### config.mk
export PLATFORM = sky130hd
export DESIGN_NAME = rv_core_top
export DESIGN_NICKNAME = d
export VERILOG_FILES = /design/src/rtl/rv_pkg.sv /design/src/rtl/rv_core_top.sv /design/src/rtl/alu.sv /design/src/rtl/reg_file.sv /design/src/rtl/core_ctrl.sv /design/src/rtl/inst_decode.sv /design/src/rtl/pc_reg.sv
export SDC_FILE = /design/constraint.sdc
export NUM_CORES = 2
export LEC_CHECK = 0
export BUFFER_PORTS_ARGS = -buffer_cell sky130_fd_sc_hd__buf_2
export CAP_MARGIN = 20
export CORE_MARGIN = 3
export CORE_UTILIZATION = 35
export DETAILED_ROUTE_END_ITERATION = 8
export PLACE_DENSITY = 0.48
export REMOVE_ABC_BUFFERS = 1
export SYNTH_ARGS = -nofsm -noshare
export SYNTH_HDL_FRONTEND = slang
export SYNTH_SLANG_ARGS = --single-unit
export TNS_END_PERCENT = 5
### constraint.sdc
create_clock -name clk -period 6.5 [get_ports clk]
set_input_delay 0.65 -clock clk [delete_from_list [all_inputs] [get_ports clk]]
set_output_delay 0.65 -clock clk [all_outputs]
set_load 0.01 [all_outputs]
### src/rtl/rv_pkg.sv
/*
 * rv32i core package
 * word and index types, opcodes, control and commit trace structs
 */
`default_nettype none

package rv_pkg;

	// data path width
	localparam int xlen = 32;

	// first fetch after reset
	localparam logic [xlen-1:0] reset_pc = 32'h8000_0000;

	typedef logic [xlen-1:0] word_t;
	typedef logic [4:0]      reg_idx_t;

	// major opcodes, inst[6:0]
	localparam logic [6:0] op_imm    = 7'b0010011;
	localparam logic [6:0] op_reg    = 7'b0110011;
	localparam logic [6:0] op_lui    = 7'b0110111;
	localparam logic [6:0] op_auipc  = 7'b0010111;
	localparam logic [6:0] op_jal    = 7'b1101111;
	localparam logic [6:0] op_jalr   = 7'b1100111;
	localparam logic [6:0] op_system = 7'b1110011;

	// ebreak is the only system encoding accepted
	localparam word_t ebreak_word = 32'h0010_0073;

	// immediate layout picked by the controller
	typedef enum logic [2:0] {
		imm_i    = 3'd0,
		imm_u    = 3'd1,
		imm_j    = 3'd2,
		imm_none = 3'd3
	} imm_kind_t;

	// adder direction
	typedef enum logic {
		alu_add = 1'b0,
		alu_sub = 1'b1
	} alu_op_t;

	// per-instruction control word
	typedef struct packed {
		logic      reg_write;
		logic      src_a_pc;
		logic      src_b_imm;
		alu_op_t   alu_op;
		imm_kind_t imm_kind;
		// write back pc+4 instead of alu result
		logic      wb_link;
		logic      jump;
		// target from alu, jalr
		logic      jump_reg;
		logic      halt;
		logic      illegal;
	} ctrl_t;

	// one register write commit
	typedef struct packed {
		logic     valid;
		reg_idx_t rd;
		word_t    data;
		word_t    pc;
	} retire_t;

endpackage

`default_nettype wire
### src/rtl/rv_core_top.sv
/*
 * single-cycle rv32i core top
 * one instruction per clock, commit trace on the retire port
 */
`timescale 1ns/1ns
`default_nettype none

module rv_core_top import rv_pkg::*; (
	input  wire     clk,
	input  wire     rst_n,
	input  word_t   inst,
	output word_t   pc,
	output retire_t retire,
	output logic    halted
);

	ctrl_t    ctrl;
	reg_idx_t rs1;
	reg_idx_t rs2;
	reg_idx_t rd;
	word_t    imm;
	word_t    rs1_data;
	word_t    rs2_data;
	word_t    result;
	word_t    wb_data;
	logic     wr_en;

	pc_reg u_pc_reg (
		.clk(clk), .rst_n(rst_n), .ctrl(ctrl), .imm(imm), .target(result),
		.pc(pc), .halted(halted)
	);

	inst_decode u_inst_decode (
		.inst(inst), .imm_kind(ctrl.imm_kind),
		.rs1(rs1), .rs2(rs2), .rd(rd), .imm(imm)
	);

	core_ctrl u_core_ctrl (.inst(inst), .ctrl(ctrl));

	reg_file u_reg_file (
		.clk(clk), .rst_n(rst_n), .we(wr_en), .waddr(rd), .wdata(wb_data),
		.raddr1(rs1), .raddr2(rs2), .rdata1(rs1_data), .rdata2(rs2_data)
	);

	alu u_alu (
		.ctrl(ctrl), .pc(pc), .rs1_data(rs1_data), .rs2_data(rs2_data),
		.imm(imm), .result(result)
	);

	// link value for jal and jalr
	assign wb_data = ctrl.wb_link ? (pc + word_t'(4)) : result;

	// no writes once halted
	assign wr_en = ctrl.reg_write & ~halted;

	// trace only real commits, x0 writes hidden
	assign retire.valid = rst_n & wr_en & (rd != reg_idx_t'(0));
	assign retire.rd    = rd;
	assign retire.data  = wb_data;
	assign retire.pc    = pc;

endmodule

`default_nettype wire

### src/rtl/alu.sv
/*
 * operand select and adder
 * a is rs1 or pc, b is rs2 or imm, result wraps modulo 2^32
 */
`timescale 1ns/1ns
`default_nettype none

module alu import rv_pkg::*; (
	input  ctrl_t ctrl,
	input  word_t pc,
	input  word_t rs1_data,
	input  word_t rs2_data,
	input  word_t imm,
	output word_t result
);

	word_t op_a;
	word_t op_b;

	// auipc takes the pc
	assign op_a = ctrl.src_a_pc ? pc : rs1_data;

	// i and u types take the immediate
	assign op_b = ctrl.src_b_imm ? imm : rs2_data;

	always_comb begin
		case (ctrl.alu_op)
			alu_sub: begin
				result = op_a - op_b;
			end
			default: begin
				// carry out dropped
				result = op_a + op_b;
			end
		endcase
	end

	// jalr target also comes from here
	// pc_reg clears bit 0 of it

endmodule

`default_nettype wire

### src/rtl/reg_file.sv
/*
 * 32 x 32 integer register file
 * two async reads, one clocked write, x0 hard zero
 */
`timescale 1ns/1ns
`default_nettype none

module reg_file import rv_pkg::*; (
	input  wire      clk,
	input  wire      rst_n,
	input  logic     we,
	input  reg_idx_t waddr,
	input  word_t    wdata,
	input  reg_idx_t raddr1,
	input  reg_idx_t raddr2,
	output word_t    rdata1,
	output word_t    rdata2
);

	word_t regs [32];

	// x0 discarded on write
	always_ff @(posedge clk or negedge rst_n) begin
		if (!rst_n) begin
			for (int i = 0; i < 32; i++)
				regs[i] <= '0;
		end else if (we && (waddr != reg_idx_t'(0))) begin
			regs[waddr] <= wdata;
		end
	end

	// reads see the old value in the write cycle
	// x0 reads zero regardless of array contents
	always_comb begin
		if (raddr1 == reg_idx_t'(0))
			rdata1 = '0;
		else
			rdata1 = regs[raddr1];
	end

	always_comb begin
		if (raddr2 == reg_idx_t'(0))
			rdata2 = '0;
		else
			rdata2 = regs[raddr2];
	end

endmodule

`default_nettype wire

### src/rtl/core_ctrl.sv
/*
 * main controller
 * opcode, funct3 and funct7 into the control struct, flags illegal words
 */
`timescale 1ns/1ns
`default_nettype none

module core_ctrl import rv_pkg::*; (
	input  word_t inst,
	output ctrl_t ctrl
);

	logic [6:0] opcode;
	logic [2:0] funct3;
	logic       f7_alt;
	logic       f7_rest_zero;

	assign opcode = inst[6:0];
	assign funct3 = inst[14:12];
	assign f7_alt = inst[30];
	// only bit 30 may be set in funct7
	assign f7_rest_zero = (inst[31] == 1'b0) && (inst[29:25] == 5'b0);

	always_comb begin
		// safe default, nothing written, no jump
		ctrl          = '0;
		ctrl.alu_op   = alu_add;
		ctrl.imm_kind = imm_none;
		case (opcode)
			op_imm: begin
				// addi only
				ctrl.reg_write = 1'b1;
				ctrl.src_b_imm = 1'b1;
				ctrl.imm_kind  = imm_i;
				ctrl.illegal   = (funct3 != 3'b000);
			end
			op_reg: begin
				// add or sub
				ctrl.reg_write = 1'b1;
				ctrl.alu_op    = f7_alt ? alu_sub : alu_add;
				ctrl.illegal   = (funct3 != 3'b000) || !f7_rest_zero;
			end
			op_lui: begin
				// x0 + imm, rs1 forced to 0 in decode
				ctrl.reg_write = 1'b1;
				ctrl.src_b_imm = 1'b1;
				ctrl.imm_kind  = imm_u;
			end
			op_auipc: begin
				ctrl.reg_write = 1'b1;
				ctrl.src_a_pc  = 1'b1;
				ctrl.src_b_imm = 1'b1;
				ctrl.imm_kind  = imm_u;
			end
			op_jal: begin
				// target pc + imm computed in pc_reg
				ctrl.reg_write = 1'b1;
				ctrl.wb_link   = 1'b1;
				ctrl.jump      = 1'b1;
				ctrl.imm_kind  = imm_j;
			end
			op_jalr: begin
				// target rs1 + imm from alu
				ctrl.reg_write = 1'b1;
				ctrl.wb_link   = 1'b1;
				ctrl.jump      = 1'b1;
				ctrl.jump_reg  = 1'b1;
				ctrl.src_b_imm = 1'b1;
				ctrl.imm_kind  = imm_i;
				ctrl.illegal   = (funct3 != 3'b000);
			end
			op_system: begin
				// ebreak stops, ecall and csr ops unsupported
				ctrl.halt    = (inst == ebreak_word);
				ctrl.illegal = (inst != ebreak_word);
			end
			default: begin
				ctrl.illegal = 1'b1;
			end
		endcase
		// an illegal word halts like ebreak and never commits
		if (ctrl.illegal)
			ctrl.reg_write = 1'b0;
	end

endmodule

`default_nettype wire

### src/rtl/inst_decode.sv
/*
 * instruction field decode
 * register indices and sign-extended immediate of the selected kind
 */
`timescale 1ns/1ns
`default_nettype none

module inst_decode import rv_pkg::*; (
	input  word_t     inst,
	input  imm_kind_t imm_kind,
	output reg_idx_t  rs1,
	output reg_idx_t  rs2,
	output reg_idx_t  rd,
	output word_t     imm
);

	word_t imm_i_val;
	word_t imm_u_val;
	word_t imm_j_val;

	// fixed rv32 field positions
	assign rd  = inst[11:7];
	assign rs2 = inst[24:20];

	// u-type reads x0 so lui becomes 0 + imm
	// auipc takes pc as operand a, rs1 unused there
	assign rs1 = (imm_kind == imm_u) ? reg_idx_t'(0) : inst[19:15];

	// i-type, 12 bits sign extended
	assign imm_i_val = {{20{inst[31]}}, inst[31:20]};

	// u-type, upper 20 bits, low 12 zero
	assign imm_u_val = {inst[31:12], 12'b0};

	// j-type, scrambled 20 bit offset
	// bit 0 always zero
	assign imm_j_val = {
		{12{inst[31]}},
		inst[19:12],
		inst[20],
		inst[30:21],
		1'b0
	};

	always_comb begin
		case (imm_kind)
			imm_i: begin
				imm = imm_i_val;
			end
			imm_u: begin
				imm = imm_u_val;
			end
			imm_j: begin
				imm = imm_j_val;
			end
			default: begin
				// imm_none, no immediate in use
				imm = '0;
			end
		endcase
	end

endmodule

`default_nettype wire

### src/rtl/pc_reg.sv
/*
 * program counter with next-pc select
 * freezes and latches halt on ebreak or illegal encoding
 */
`timescale 1ns/1ns
`default_nettype none

module pc_reg import rv_pkg::*; (
	input  wire   clk,
	input  wire   rst_n,
	input  ctrl_t ctrl,
	input  word_t imm,
	input  word_t target,
	output word_t pc,
	output logic  halted
);

	word_t pc_next;
	logic  stop;

	// halting instruction keeps its own address
	assign stop = ctrl.halt | ctrl.illegal | halted;

	always_comb begin
		if (ctrl.jump && ctrl.jump_reg) begin
			// jalr clears bit 0
			pc_next = {target[xlen-1:1], 1'b0};
		end else if (ctrl.jump) begin
			pc_next = pc + imm;
		end else begin
			pc_next = pc + word_t'(4);
		end
	end

	always_ff @(posedge clk or negedge rst_n) begin
		if (!rst_n) begin
			pc     <= reset_pc;
			halted <= 1'b0;
		end else begin
			if (!stop)
				pc <= pc_next;
			// sticky until reset
			if (ctrl.halt || ctrl.illegal)
				halted <= 1'b1;
		end
	end

endmodule

`default_nettype wire

==> results.tsv <==
metric	value	unit
max reg flops	1024	
clk slew on worst S/H paths	0.06	ns
Die X	424	um
core area	0.172	sq mm
die area	0.180	sq mm
Slew @ Worst Pin	1.29	ns
Worst slew margin	13.4	%
Via density	5.94	
fill cell count	16700	
RSZ-0062 raised after global routing	yes	
Nets	7671	
Synth top area share	43.3	%
H-tree levels	4	
Hold Startpoint	u_reg_file.regs[1020]$_DFFE_PN0P_	
main flop type after synthesis	dfrtp_1	
HPWL Detailed	215	mm
final hold violations	0	
worst-path maximum fanout	13	
most frequent cells in the layout	1647 x nand2_1, 1108 x buf_4, 1066 x o21ai_0	
Setup crit end kind	primary output	
DP Area	0.0723	sq mm
clk_skew	0.0395	ns
Mapped Cells	6764	
initial antenna violation count	12	
number of global-route vias before repair	56900	
post-synthesis async set-or-reset flop share	100	%
CTS buffer count	132	
Worst EP required	5.85	ns
number of flops mapped to enable cells by yosys	0	
ranking of synthesized cells by area	dfrtp_1 43%, nand2_1 10%, mux4_2 8.8%	
CP peak stage delay	0.41	ns
critical path launch point	inst[3]	
Min-Delay Path Class	flop to flop	
Pleak	35.4	nW
CP endpoint	retire[61]	
post-synthesis sequential area ratio	43.3	%
starting density of the core	35.4	%
total track usage	33.9	%
Slowest cell on crit path	or3b_1	
final slew viol count	0	
total wire length	310	mm
dpl ws	-1.42	ns
first-pass GRT wire length	437	mm
Yosys warnings	0	
number of port buffers	136	
detailed-router iteration count before antenna repair	7	
synthesized area	0.0611	sq mm
FF-to-FF setup slack	0.32	ns
detailed-route via count	59300	
Mapped Avg Cell Area	9.03	sq um
row count	152	
failing checks	negative setup slack	
WL/cell	31.1	um
CP arrival	6.54	ns
outcome	finished with violations	
final period demand of the worst path	7.19	ns
GP Congestion	0.999	
later-pin clock latency in the skew report	0.80	ns
crit share post-route	111	%
num ports	137	
Peak Freq	0.139	GHz
Max VDD drop	0.000182	V
Sink Count	1057	
die height	424	um
Setup WS post-layout	-0.689	ns
type of the worst setup path	primary input to primary output	
maxcap violations	0	
cell mode on critical path	buf_4	
CTS tree	built	
top cell type by total area after synthesis	dfrtp_1	
R2R Path Start	u_reg_file.regs[776]$_DFFE_PN0P_	
Inst Count DP	9712	
power density over cell area	233	mW/mm^2
Synth-to-Final Area Change	27.2	%
remaining antenna violation count	0	
Distinct cells, synth	95	
largest net degree at the start of global routing	153	
Finished Layout Cells	9981	
design area	0.0777	sq mm
Worst Setup Start Kind	primary input	
post-detailed-route DRC marker count	0	
share of cells above drive strength 1	27.2	%
DR iter-0 viols	7118	
GR Overflow Total	0	
setup violators final	20	
register bit count reported by yosys	1057	
RR Endpoint	u_reg_file.regs[479]$_DFFE_PN0P_	
reg2reg path depth	27	
CTS max path bufs	3	
leading cell type in the layout, fill and taps excluded	nand2_1	
clock root buffer	clkbuf_16	
[area by class of cell]
type                    instances  area [sq um]  share of cell area [%]
flip-flops and latches       1057         26500                    34.0
clock buffers                 201          3970                    5.11
multi-input cells            4955         32400                    41.7
clock inverters                26           264                   0.340
inverters                      57           224                   0.288
repair buffers               1368         11500                    14.8
diodes                          7          17.5                  0.0225
well taps                    2310          2890                    3.72
[synthesized netlist by cell type, types with 15 or more instances]
master and instances:
o21ai_0 1078, buf_2 34, nor3_1 27, nand2_1 1685, a21oi_1 293, a211oi_1 16, nand3_1 225, xor2_1 51
and2_1 23, a221oi_1 135, nor2_1 147, mux4_2 240, a21o_1 37, dfrtp_1 1056, buf_6 25, o22ai_1 40
o21a_1 17, nor2b_1 19, o2111ai_1 31, a22oi_1 23, ha_1 64, nand4_1 15, and3_1 148, buf_4 43
a31oi_1 56, inv_1 53, xnor2_1 56, mux2_2 79, a32o_1 31, clkbuf_1 546, mux2i_1 194, buf_1 40
o311ai_0 33
[power breakdown]
group	total, mW	switching, mW	internal, mW
clock	7.41	3.13	4.28
sequential	6.61	0.0193	6.59
combinational	4.05	2.68	1.37
total	18.1	5.83	12.2
[worst min-delay path by stage]
| stage | slack (ns) | to | depth (start not counted) |
|---|---|---|---|
| floorplan | 0.35 | u_pc_reg.halted$_DFFE_PN0P_ | 0 |
| detailed placement | 0.37 | u_reg_file.regs[992]$_DFFE_PN0P_ | 0 |
| CTS | 0.38 | u_reg_file.regs[992]$_DFFE_PN0P_ | 0 |
| global route | 0.39 | u_reg_file.regs[1020]$_DFFE_PN0P_ | 0 |
| global placement | 0.37 | u_reg_file.regs[992]$_DFFE_PN0P_ | 0 |
| finish | 0.38 | u_reg_file.regs[1020]$_DFFE_PN0P_ | 0 |
[what timing repair did]
| action | 4_1_cts | 5_1_grt |
|---|---|---|
| setup buffers | 38 | 1 |
| hold endpoints to repair | 52 | 0 |
| gates resized for setup | 137 | 29 |
| gates cloned | 1 | 0 |
| pin swaps | 47 | 8 |
| hold buffers | 1 | 0 |
| setup endpoints to repair | 141 | 24 |
[critical path: cells and delay by family]
family | cells | cell delay [ns]
AO/OA/AOI/OAI | 11 | 2.14
buffers and inverters | 14 | 2.12
AND/OR/NAND/NOR | 5 | 1.11
adder cells (fa/ha/maj) | 1 | 0.26
XOR/XNOR | 1 | 0.15
[stage by stage]
step                total power, mW  util, %  setup TNS [ns]  hold WS [ns]
CTS                            18.1     45.0           -5.37         0.382
finish                         18.1     45.1           -5.72         0.377
floorplan                      8.08        -        -6969.03         0.354
detailed placement             10.5     41.9         -373.68         0.369
global route                   18.6     45.0           -8.51         0.395
global placement               10.6     41.9         -404.32         0.366
[kinds of logic (layout without fill, tap and decap cells)]
| kind of cell | Yosys count | after routing | synth area share (%) |
|---|---|---|---|
| and+or+nand+nor | 2374 | 2374 | 16.5 |
| other | 0 | 7 | 0 |
| AOI/OAI and AO/OA | 1891 | 1891 | 18.2 |
| muxes | 516 | 516 | 13.6 |
| xor gates and xnor gates | 108 | 108 | 1.57 |
| buffers and inverters | 752 | 1652 | 5.45 |
| DFF | 1057 | 1057 | 43.3 |
| adders and majority gates | 66 | 66 | 1.38 |
[per-layer routing]
metal	vias up	track usage, %	wire (um)
met5	-	0	11
met4	2	17.6	18500
met3	717	7.47	27300
met2	3033	51.5	137000
met1	29800	45.4	128000
li1	25700	-	-
No activity file was read; power rests on OpenSTA's default activity.
